**src/verilog/expu_settings.svh**
```systemverilog
// Numeric parameters of the exponential unit row.
// Include wherever a lane count, register count or fixed-point constant is needed.

`ifndef EXPU_SETTINGS_SVH
`define EXPU_SETTINGS_SVH

// Operands per vector.
`define EXPU_NUM_LANES 4

// Pipeline registers in every lane.
`define EXPU_NUM_REGS 2

// Fractional bits of the fixed-point operand.
`define EXPU_A_FRACTION 14

// log2(e) * 2^14, rounded.
`define EXPU_LOG2E_Q 23637

`endif

```
**src/verilog/expu_pkg.sv**
```systemverilog
// Shared types of the exponential unit row.
// Refer to them by scoped name, e.g. expu_pkg::expu_vec_t.

`default_nettype none

`include "expu_settings.svh"

package expu_pkg;

    typedef struct packed {
        logic       sign;
        logic [7:0] exponent;
        logic [6:0] mantissa;
    } bf16_fields_t;

    // Raw word on the buses, split into fields inside the arithmetic.
    typedef union packed {
        logic [15:0]  raw;
        bf16_fields_t fields;
    } bf16_t;

    typedef struct packed {
        bf16_t [`EXPU_NUM_LANES-1:0] lanes;
    } expu_vec_t;

    // Where a lane puts its registers relative to the arithmetic.
    typedef enum logic [1:0] {
        BEFORE,
        AFTER,
        AROUND
    } reg_pos_e;

endpackage

`default_nettype wire

```
**src/verilog/expu_schraudolph.sv**
```systemverilog
// Schraudolph exponential of a single bfloat16 operand.
// Combinational only; expu_row adds the pipeline registers around it.

`default_nettype none

`include "expu_settings.svh"

module expu_schraudolph (
    input  expu_pkg::bf16_t op_i,
    output expu_pkg::bf16_t res_o
);

    localparam int unsigned A_FRAC = `EXPU_A_FRACTION;
    localparam int unsigned MAG_W  = 8 + A_FRAC;    // 8 integer bits.
    localparam int unsigned V_W    = MAG_W + 1;
    localparam int unsigned Y_W    = V_W + 16;
    localparam int unsigned Y_FRAC = 2 * A_FRAC;
    localparam int unsigned N_W    = Y_W - Y_FRAC;

    localparam logic signed [15:0] LOG2E = 16'(`EXPU_LOG2E_Q);
    localparam logic signed [N_W:0] BIAS = 127;

    logic [7:0]            shift;
    logic [MAG_W-1:0]      mag;
    logic signed [V_W-1:0] v;
    logic signed [Y_W-1:0] y;
    logic signed [N_W-1:0] n;
    logic signed [N_W:0]   exp_biased;
    logic                  is_nan;

    assign is_nan = (op_i.fields.exponent == 8'hFF) && (op_i.fields.mantissa != '0);

    // An exponent of 134 puts the hidden bit on the top integer bit.
    assign shift = 8'd134 - op_i.fields.exponent;

    always_comb begin
        if (op_i.fields.exponent == '0) begin
            mag = '0;                                   // Zero and subnormals.
        end else if (op_i.fields.exponent >= 8'd135) begin
            mag = '1;                                   // Saturate, inf included.
        end else begin
            mag = {1'b1, op_i.fields.mantissa, {A_FRAC{1'b0}}} >> shift;
        end
    end

    assign v = op_i.fields.sign ? -$signed({1'b0, mag}) : $signed({1'b0, mag});

    // x * log2(e) in Q.28.
    assign y = v * LOG2E;

    assign n          = y[Y_W-1:Y_FRAC];                // Floor of y.
    assign exp_biased = n + BIAS;

    always_comb begin
        res_o.raw = 16'h0000;                           // Underflow flushes to zero.
        if (is_nan) begin
            res_o.raw = 16'h7FC0;
        end else if (exp_biased >= 255) begin
            res_o.raw = 16'h7F80;
        end else if (exp_biased > 0) begin
            res_o.fields.sign     = 1'b0;
            res_o.fields.exponent = exp_biased[7:0];
            res_o.fields.mantissa = y[Y_FRAC-1 -: 7];   // Truncated fraction.
        end
    end

endmodule

`default_nettype wire

```
**src/verilog/expu_row.sv**
```systemverilog
// One exponential lane: a chain of enable-gated registers and the Schraudolph block.
// REG_POS puts the chain before, after or around the arithmetic.

`default_nettype none

`include "expu_settings.svh"

module expu_row #(
    parameter int unsigned        NUM_REGS = `EXPU_NUM_REGS,
    parameter expu_pkg::reg_pos_e REG_POS  = expu_pkg::AROUND
) (
    input  wire logic                clk_i,
    input  wire logic                rst_ni,
    input  wire logic                clear_i,
    input  wire logic [NUM_REGS-1:0] enable_i,
    input  expu_pkg::bf16_t          op_i,
    output expu_pkg::bf16_t          res_o
);

    expu_pkg::bf16_t chain [0:NUM_REGS];
    expu_pkg::bf16_t op_sch;
    expu_pkg::bf16_t res_sch;

    if (REG_POS == expu_pkg::BEFORE) begin : gen_before
        assign chain[0] = op_i;
        assign op_sch   = chain[NUM_REGS];
        assign res_o    = res_sch;
    end else if (REG_POS == expu_pkg::AFTER) begin : gen_after
        assign chain[0] = res_sch;
        assign op_sch   = op_i;
        assign res_o    = chain[NUM_REGS];
    end else begin : gen_around
        assign chain[0] = op_i;
        assign op_sch   = chain[NUM_REGS/2];
        assign res_o    = chain[NUM_REGS];
    end

    for (genvar i = 0; i < NUM_REGS; i++) begin : gen_regs
        expu_pkg::bf16_t d;

        // Middle register of the split chain takes the arithmetic result.
        if (REG_POS == expu_pkg::AROUND && i == NUM_REGS / 2) begin : gen_mid
            assign d = res_sch;
        end else begin : gen_pass
            assign d = chain[i];
        end

        always_ff @(posedge clk_i or negedge rst_ni) begin
            if (!rst_ni) begin
                chain[i+1] <= '0;
            end else if (clear_i) begin
                chain[i+1] <= '0;
            end else if (enable_i[i]) begin
                chain[i+1] <= d;
            end
        end
    end

    expu_schraudolph u_schraudolph (
        .op_i  (op_sch),
        .res_o (res_sch)
    );

endmodule

`default_nettype wire

```
**src/verilog/expu_core.sv**
```systemverilog
// Processing part of the row: one valid bit per pipeline stage and all lanes.
// Stages fill up behind a blocked output, so bubbles collapse.
// Takes and gives vectors over one-cycle valid/ready pairs.

`default_nettype none

`include "expu_settings.svh"

module expu_core #(
    parameter expu_pkg::reg_pos_e REG_POS = expu_pkg::AROUND
) (
    input  wire logic          clk_i,
    input  wire logic          rst_ni,
    input  wire logic          clear_i,
    input  expu_pkg::expu_vec_t in_vec_i,
    input  wire logic          in_valid_i,
    output logic               in_ready_o,
    output expu_pkg::expu_vec_t res_vec_o,
    output logic               res_valid_o,
    input  wire logic          res_ready_i
);

    localparam int unsigned NUM_REGS  = `EXPU_NUM_REGS;
    localparam int unsigned NUM_LANES = `EXPU_NUM_LANES;

    logic [NUM_REGS-1:0] valid_q;
    logic [NUM_REGS:0]   valid_chain;
    logic [NUM_REGS-1:0] stage_ready;
    logic [NUM_REGS-1:0] enable;

    assign valid_chain = {valid_q, in_valid_i};

    // A stage may load when it is empty or its content moves on.
    always_comb begin
        logic downstream;
        downstream = res_ready_i;
        for (int i = NUM_REGS - 1; i >= 0; i--) begin
            stage_ready[i] = !valid_q[i] || downstream;
            downstream     = stage_ready[i];
        end
    end

    assign enable = stage_ready & valid_chain[NUM_REGS-1:0];

    always_ff @(posedge clk_i or negedge rst_ni) begin
        if (!rst_ni) begin
            valid_q <= '0;
        end else if (clear_i) begin
            valid_q <= '0;
        end else begin
            valid_q <= (valid_q & ~stage_ready) | (valid_chain[NUM_REGS-1:0] & stage_ready);
        end
    end

    assign in_ready_o  = stage_ready[0];
    assign res_valid_o = valid_q[NUM_REGS-1];

    for (genvar l = 0; l < NUM_LANES; l++) begin : gen_lanes
        expu_row #(
            .NUM_REGS (NUM_REGS),
            .REG_POS  (REG_POS)
        ) u_row (
            .clk_i    (clk_i),
            .rst_ni   (rst_ni),
            .clear_i  (clear_i),
            .enable_i (enable),            // Shared by all lanes.
            .op_i     (in_vec_i.lanes[l]),
            .res_o    (res_vec_o.lanes[l])
        );
    end

endmodule

`default_nettype wire

```
**src/verilog/expu_in_port.sv**
```systemverilog
// Four-phase req/ack receiver on the input side.
// Captures one vector, offers it to the core, then acks until req falls.

`default_nettype none

module expu_in_port (
    input  wire logic           clk_i,
    input  wire logic           rst_ni,
    input  wire logic           clear_i,
    input  wire logic           req_i,
    input  expu_pkg::expu_vec_t data_i,
    output logic                ack_o,
    output expu_pkg::expu_vec_t vec_o,
    output logic                valid_o,
    input  wire logic           ready_i
);

    localparam logic [1:0] IDLE     = 2'd0;
    localparam logic [1:0] OFFER    = 2'd1;
    localparam logic [1:0] ACK_WAIT = 2'd2;

    logic [1:0]          state_q;
    expu_pkg::expu_vec_t vec_q;

    always_ff @(posedge clk_i or negedge rst_ni) begin
        if (!rst_ni) begin
            state_q <= IDLE;
        end else begin
            case (state_q)
                IDLE:     if (req_i) state_q <= OFFER;
                // A clear drops the vector but the handshake still completes.
                OFFER:    if (ready_i || clear_i) state_q <= ACK_WAIT;
                ACK_WAIT: if (!req_i) state_q <= IDLE;
                default:  state_q <= IDLE;
            endcase
        end
    end

    always_ff @(posedge clk_i) begin
        if (state_q == IDLE && req_i) begin
            vec_q <= data_i;
        end
    end

    assign vec_o   = vec_q;
    assign valid_o = (state_q == OFFER);
    assign ack_o   = (state_q == ACK_WAIT);

endmodule

`default_nettype wire

```
**src/verilog/expu_out_port.sv**
```systemverilog
// Four-phase req/ack sender on the output side.
// Holds one result from the core and is ready again once ack has fallen.

`default_nettype none

module expu_out_port (
    input  wire logic           clk_i,
    input  wire logic           rst_ni,
    input  wire logic           clear_i,
    input  expu_pkg::expu_vec_t vec_i,
    input  wire logic           valid_i,
    output logic                ready_o,
    output logic                req_o,
    output expu_pkg::expu_vec_t data_o,
    input  wire logic           ack_i
);

    localparam logic [1:0] IDLE     = 2'd0;
    localparam logic [1:0] REQ      = 2'd1;
    localparam logic [1:0] ACK_HIGH = 2'd2;

    logic [1:0]          state_q;
    expu_pkg::expu_vec_t data_q;

    always_ff @(posedge clk_i or negedge rst_ni) begin
        if (!rst_ni) begin
            state_q <= IDLE;
        end else begin
            case (state_q)
                IDLE:     if (valid_i && !clear_i) state_q <= REQ;
                REQ: begin
                    if (clear_i) begin
                        state_q <= IDLE;    // Result withdrawn.
                    end else if (ack_i) begin
                        state_q <= ACK_HIGH;
                    end
                end
                ACK_HIGH: if (!ack_i) state_q <= IDLE;
                default:  state_q <= IDLE;
            endcase
        end
    end

    always_ff @(posedge clk_i) begin
        if (state_q == IDLE && valid_i) begin
            data_q <= vec_i;
        end
    end

    assign ready_o = (state_q == IDLE);
    assign req_o   = (state_q == REQ);
    assign data_o  = data_q;

endmodule

`default_nettype wire

```
**src/verilog/expu_top.sv**
```systemverilog
// Top level of the exponential unit row.
// Four-phase input port, pipelined core and four-phase output port in series.

`default_nettype none

module expu_top (
    input  wire logic           clk_i,
    input  wire logic           rst_ni,
    input  wire logic           clear_i,
    input  wire logic           in_req_i,
    input  expu_pkg::expu_vec_t in_data_i,
    output logic                in_ack_o,
    output logic                out_req_o,
    output expu_pkg::expu_vec_t out_data_o,
    input  wire logic           out_ack_i
);

    expu_pkg::expu_vec_t in_vec;
    logic                in_valid;
    logic                in_ready;
    expu_pkg::expu_vec_t res_vec;
    logic                res_valid;
    logic                res_ready;

    expu_in_port u_in_port (
        .clk_i   (clk_i),
        .rst_ni  (rst_ni),
        .clear_i (clear_i),
        .req_i   (in_req_i),
        .data_i  (in_data_i),
        .ack_o   (in_ack_o),
        .vec_o   (in_vec),
        .valid_o (in_valid),
        .ready_i (in_ready)
    );

    expu_core u_core (
        .clk_i       (clk_i),
        .rst_ni      (rst_ni),
        .clear_i     (clear_i),
        .in_vec_i    (in_vec),
        .in_valid_i  (in_valid),
        .in_ready_o  (in_ready),
        .res_vec_o   (res_vec),
        .res_valid_o (res_valid),
        .res_ready_i (res_ready)
    );

    expu_out_port u_out_port (
        .clk_i   (clk_i),
        .rst_ni  (rst_ni),
        .clear_i (clear_i),
        .vec_i   (res_vec),
        .valid_i (res_valid),
        .ready_o (res_ready),
        .req_o   (out_req_o),
        .data_o  (out_data_o),
        .ack_i   (out_ack_i)
    );

endmodule

`default_nettype wire

```
**config.mk**
```make
export PLATFORM = sky130hd
export DESIGN_NAME = expu_top
export DESIGN_NICKNAME = d
export VERILOG_FILES = /design/src/verilog/expu_pkg.sv /design/src/verilog/expu_schraudolph.sv /design/src/verilog/expu_row.sv /design/src/verilog/expu_core.sv /design/src/verilog/expu_in_port.sv /design/src/verilog/expu_out_port.sv /design/src/verilog/expu_top.sv
export VERILOG_INCLUDE_DIRS = /design/src /design/src/verilog
export SDC_FILE = /design/constraint.sdc
export NUM_CORES = 2
export LEC_CHECK = 0
export ABC_AREA = 1
export BUFFER_PORTS_ARGS = -buffer_cell sky130_fd_sc_hd__buf_2
export CAP_MARGIN = 40
export CORE_ASPECT_RATIO = 0.9
export CORE_UTILIZATION = 45
export CTS_BUF_LIST = sky130_fd_sc_hd__clkbuf_8
export CTS_CLUSTER_SIZE = 28
export DETAILED_ROUTE_END_ITERATION = 8
export HOLD_SLACK_MARGIN = 0.06
export PLACE_DENSITY_LB_ADDON = 0.25
export SLEW_MARGIN = 20
export SYNTH_ARGS = -nofsm -noshare
export SYNTH_HDL_FRONTEND = slang
export SYNTH_HIERARCHICAL = 1
export SYNTH_SLANG_ARGS = --single-unit
export TNS_END_PERCENT = 5
```
**constraint.sdc**
```tcl
create_clock -name clk_i -period 11.62 [get_ports clk_i]
set_clock_uncertainty 0.05 [all_clocks]
set_input_delay 1.162 -clock clk_i [delete_from_list [all_inputs] [get_ports clk_i]]
set_output_delay 1.162 -clock clk_i [all_outputs]
set_load 0.01 [all_outputs]
```
== After elaboration in Yosys (flattened, before gate mapping) ==
Index checks and enable logic that the tools add are counted.
Widths: inputs -> output; s select.

* Add/subtract/negate cells: 12
* Multipliers: 4
* Order comparisons: 12
* Equality and inequality tests: 14
* Shift-type cells: 4
* Multiplexer cells: 50
* Bitwise logic cells: 4
* Reduce and logical (&&, ||, !) cells: 27

{| class="wikitable"
|+ Operators by type and width
! operator !! count
|-
| $mux 16 || 24
|-
| $mux 22 || 8
|-
| $mul 23x16->39 const B || 4
|-
| $mux 23 || 4
|-
| $neg 22->23 || 4
|-
| $shr 22x8->22 || 4
|-
| $mux 15 || 4
|-
| $add 11x8->12 const B || 4
|-
| $ge 12x9->1 const B || 4
|-
| $gt 12x1->1 const B || 4
|-
| $eq 8x8->1 const B || 4
|-
| $ge 8x8->1 const B || 4
|-
| $logic_not 8->1 || 4
|-
| $sub 8x8->8 const A || 4
|-
| $reduce_bool 7->1 || 4
|-
| $mux 2 || 8
|-
| $pmux 2 s3 || 2
|-
| $logic_and 1x1->1 || 7
|-
| $ne 2x2->1 const B || 3
|-
| $reduce_and 3->1 || 2
|-
| $and 2x2->2 || 2
|-
| $eq 2x1->1 const B || 2
|-
| $eq 2x2->1 const B || 2
|-
| $logic_not 2->1 || 2
|-
| 7 further kinds || 13
|}

* Flip-flop bits (word level): 262
* Input port bits: 69
* Output and inout bits: 66
* Word-level logic and storage cells: 146

== Logic depth before layout (Yosys ltp) ==
* Word-level depth: 14
* Gate-level depth with buffers: 61
* Mapped depth without buffers: 61

== Cells and area by module ==
Netlist, hierarchy kept.

{| class="wikitable"
|+ By module, submodules not included
! module !! times used !! cells each !! area each (um^2) !! seq. area each (um^2)
|-
| expu_schraudolph (u_core.gen_lanes[1].u_row.u_schraudolph) || 1 || 1,336 || 9,399.0 || 0.0
|-
| expu_schraudolph (u_core.gen_lanes[2].u_row.u_schraudolph) || 1 || 1,273 || 9,287.7 || 0.0
|-
| expu_schraudolph (u_core.gen_lanes[0].u_row.u_schraudolph) || 1 || 1,264 || 9,160.0 || 0.0
|-
| expu_schraudolph (u_core.gen_lanes[3].u_row.u_schraudolph) || 1 || 1,276 || 9,143.8 || 0.0
|-
| expu_row || 4 || 140 || 1,371.3 || 800.8
|-
| expu_out_port || 1 || 82 || 2,040.7 || 1,971.9
|-
| expu_in_port || 1 || 81 || 2,038.2 || 1,971.9
|-
| expu_core || 1 || 12 || 101.3 || 50.0
|}

== Least setup slack after synthesis ==
Ideal clock, no wire load.

* Kind: reg-to-reg
* From: register u_core.gen_lanes[1].u_row.chain, in the netlist u_core/gen_lanes[1].u_row/op_sch[7]
* To: register u_core.gen_lanes[1].u_row.chain, in the netlist u_core/gen_lanes[1].u_row/res_o[6]
* Setup time: 0.116 ns
* Arrival time: 9.211 ns
* Path slack: 2.243 ns
* Cell stages (with the launch flop): 52
* Buffers on the path: 3
* Period minus slack after synthesis: 9.377 ns
* Cells stage by stage: dfrtp_1 > buf_4 > inv_1 > ha_1 > clkbuf_1 > inv_1 > buf_2 > o21ai_1 > nand3_1 > nand2_1 > nand2_1 > nand2_1 > inv_1 > ha_1 > nand4_1 > nor2_4 > nand2_1 > nand2_1 > [16 not listed] > a31oi_1 > a21boi_0 > o211ai_1 > xnor2_1 > ha_1 > nand2_1 > nor2_1 > nand2_1 > nand2_1 > nand2_1 > inv_1 > nand2_1 > nor4_1 > nor2_1 > nand3_1 > nand2_1 > nand3_1 > nand2_1

{| class="wikitable"
|+ RTL lines
! what !! line !! text
|-
| start, declared || expu_row.sv:20 || <nowiki>expu_pkg::bf16_t chain [0:NUM_REGS];</nowiki>
|-
| start signal, assigned by index || expu_row.sv:50 || <nowiki>chain[i+1] <= '0;</nowiki>
|-
| start signal, assigned by index || expu_row.sv:52 || <nowiki>chain[i+1] <= '0;</nowiki>
|-
| start signal, assigned by index || expu_row.sv:54 || <nowiki>chain[i+1] <= d;</nowiki>
|}

==> results.toml <==
[timing]
period_share_pct = 90.6
finalSetupTns_ns = 0
slew_headroom_pct = 41.1
finalSetupViolCount = 0
drv_slew = 0
fin_crit_ns = 10.53
setup_ws_ns = 1.09
rsz0062_at_grt = "false"
tightestPinTransition_ns = 0.877
fmax_mhz = 95.0
finalHoldViolCount = 0

[critical_path]
r2r-start = "u_core/gen_lanes[1].u_row/op_sch[7]$_DFFE_PN0P_"
cp_slowest_stage_delay_ns = 0.60
worst-r2r-cell-count = 50
crit_buf_inv = 8
start_kind = "flop"
r2r_slack_ns = 1.09
cp-end-kind = "flop"
path_max_fanout = 16
path_delay_family = "adder cells"
worstSetupPathType = "reg2reg"
cp_data_arrival_time_ns = 11.08
crit_slowest_cell = "dfrtp_1"
cp_common_cell = "nand2_1"
reg2reg_to = "u_core/gen_lanes[1].u_row/res_o[5]$_DFFE_PN0P_"
critPathRequiredTime_ns = 12.17

[yosys]
async_flop_share_pct = 51.1
synth-seq-cells = 262
synth_cells = 5884
syn_nets = 7041
synth_top_area_share_pct = 18.9
syn-cell-area_um2 = 46700
synth_edf_count = 128
synth_top_flop_cell = "dfrtp_1"
synth_area_leaders = "fa_1, ha_1, nand2_1"
avgSynthCellArea_um2 = 7.93
ys_types = 68
yosysWarnings = 6
synth_largest_area_cell = "fa_1"
yosysSeqAreaShare_pct = 15.4

[layout]
layout-drive-gt1-share_pct = 9.12
instances_no_fill = 7424
fin_nets = 7185
multi_input_area_um2 = 34400
syn_to_final_growth_pct = 6.89
final_cell_mix = "nand2_1, inv_1, ha_1"
regArea_um2 = 7200
layout_commonest_cell = "nand2_1"
fill_cells = 10090
final_cell_area_um2 = 49900

[drt]
dr_total_vias = 37793
drc = 0
wirelength_mm = 118
dr.pass1.iters = 5
wire_per_inst_um = 15.8
vias_per_cell = 5.09
drt_iter0_markers = 2298
drtAntennaViolNets = 0

[cts]
clk_pin_slew_ns = 0.08
post-cts-setup-buffer-count = 0
clk_latency_ns = 0.68
cts.path.max_buffers = 3
cts_buffers = 48
cts_resized = 0
clock_sinks = 262
htreeDepth = 2
tritoncts = "done"
postCtsHoldBufs = 0
cts-root-buf = "clkbuf_8"

[global_route]
first_global_vias = 37676
grt_pass1_wl_mm = 193
grt-ovfl-total = 0
antenna_found_initial = 9
grt_max_degree = 52
grt_util_all_layers_pct = 22.7

[floorplanning]
fp.dieW_um = 341
num_rows = 111
core_area_um2 = 102000
die_y_um = 307
num_io_pins = 135
fp.dieArea_um2 = 105000
start_util_pct = 45.6

[worst_hold_path]
min_path_type = "in2async"

[placement]
dpl_worst_slack_ns = 0.990
place_inst = 7327
port_buffers = 134
place.gp.congestion = 0.955
dpl_cell_area_um2 = 48800
dp_hpwl_mm = 99.7

[status]
status = "finished clean"

[flow_run]
cap_violations = 0
[cell families after synthesis]
| group | Yosys count | share of synthesized area [%] |
|---|---|---|
| xor gates and xnor gates | 332 | 6.73 |
| buffers and inverters | 1271 | 10.9 |
| AOI/OAI and AO/OA | 578 | 7.59 |
| DFF | 262 | 15.4 |
| and+or+nand+nor | 2349 | 23.0 |
| other | 4 | 0.0322 |
| adders and majority gates | 1088 | 36.3 |
[through the flow]
stage	hold WS [ns]	utilization [%]
after global placement	0.380	47.6
after floorplan	0.375	-
after CTS	0.245	48.7
after detailed placement	0.379	47.6
final	0.318	48.7
after global routing	0.290	48.7
[per-layer routing]
layer,GRT usage [%],part of all wire (%)
met3,3.46,4.9
met4,5.33,1.9
met2,35.4,43
met1,33.0,50
met5,0,0.0094
[sequential cells by signal, indices dropped and copies added (netlist names)]
register / cells
u_core/gen_lanes.u_row/op_sch: 64
u_core/gen_lanes.u_row/res_o: 64
u_in_port/vec_o: 64
u_out_port/data_o: 64
u_core/valid_q: 2
u_in_port/state_q: 2
u_out_port/state_q: 2
[cell usage after synthesis, types with 11 or more instances]
cell,instances
a31oi_1,19
nand3_1,426
a21o_1,70
xnor2_1,88
or2_2,11
clkbuf_1,11
fa_1,440
buf_6,35
nor2_2,21
xor2_2,22
nand2_1,1217
xor2_1,216
a21oi_1,192
dfrtp_1,134
nor3_1,46
nand3b_1,13
o21ai_0,160
nand4_1,102
o21a_1,16
nor2_4,25
inv_2,32
nor4_1,12
inv_1,1147
o21bai_1,23
nand2_2,56
edfxtp_1,128
nor2_1,324
o21ai_1,21
buf_2,30
ha_1,648
nand3_2,71
[final cells by class]
cell class / count / share of cell area [%]
antenna: 3 / 0.0151
clock buffer: 54 / 1.49
clock inverter: 33 / 0.617
inverter: 1182 / 8.91
multi-input combinational: 4351 / 69.0
sequential: 262 / 14.4
tap: 1356 / 3.40
timing repair buffer: 183 / 2.18
[how the worst max path moves through the flow]
| stage | cells after the start | to | slack [ns] | from |
|---|---|---|---|---|
| after CTS | 49 | u_core/gen_lanes[1].u_row/res_o[4]$_DFFE_PN0P_ | 0.96 | u_core/gen_lanes[1].u_row/op_sch[7]$_DFFE_PN0P_ |
| final | 50 | u_core/gen_lanes[1].u_row/res_o[5]$_DFFE_PN0P_ | 1.09 | u_core/gen_lanes[1].u_row/op_sch[7]$_DFFE_PN0P_ |
| after detailed placement | 49 | u_core/gen_lanes[1].u_row/res_o[4]$_DFFE_PN0P_ | 0.99 | u_core/gen_lanes[1].u_row/op_sch[7]$_DFFE_PN0P_ |
| after floorplan | 51 | u_core/gen_lanes[1].u_row/res_o[6]$_DFFE_PN0P_ | 2.24 | u_core/gen_lanes[1].u_row/op_sch[7]$_DFFE_PN0P_ |
| after global routing | 48 | u_core/gen_lanes[0].u_row/res_o[7]$_DFFE_PN0P_ | 0.06 | u_core/gen_lanes[0].u_row/op_sch[7]$_DFFE_PN0P_ |
| after global placement | 50 | u_core/gen_lanes[1].u_row/res_o[6]$_DFFE_PN0P_ | 1.16 | u_core/gen_lanes[1].u_row/op_sch[7]$_DFFE_PN0P_ |
[worst reg2reg max path: cells and delay by family (launching register included)]
kind	cells	cell delay [ns]
adder cells (fa/ha/maj)	10	4.28
AND/OR/NAND/NOR	28	3.72
buffers and inverters	8	1.14
flip-flops	1	0.60
AO/OA/AOI/OAI	2	0.49
XOR/XNOR	2	0.22
Power is not shown: default switching activity piles up to over one toggle a cycle in this logic, so the estimate is an artifact.
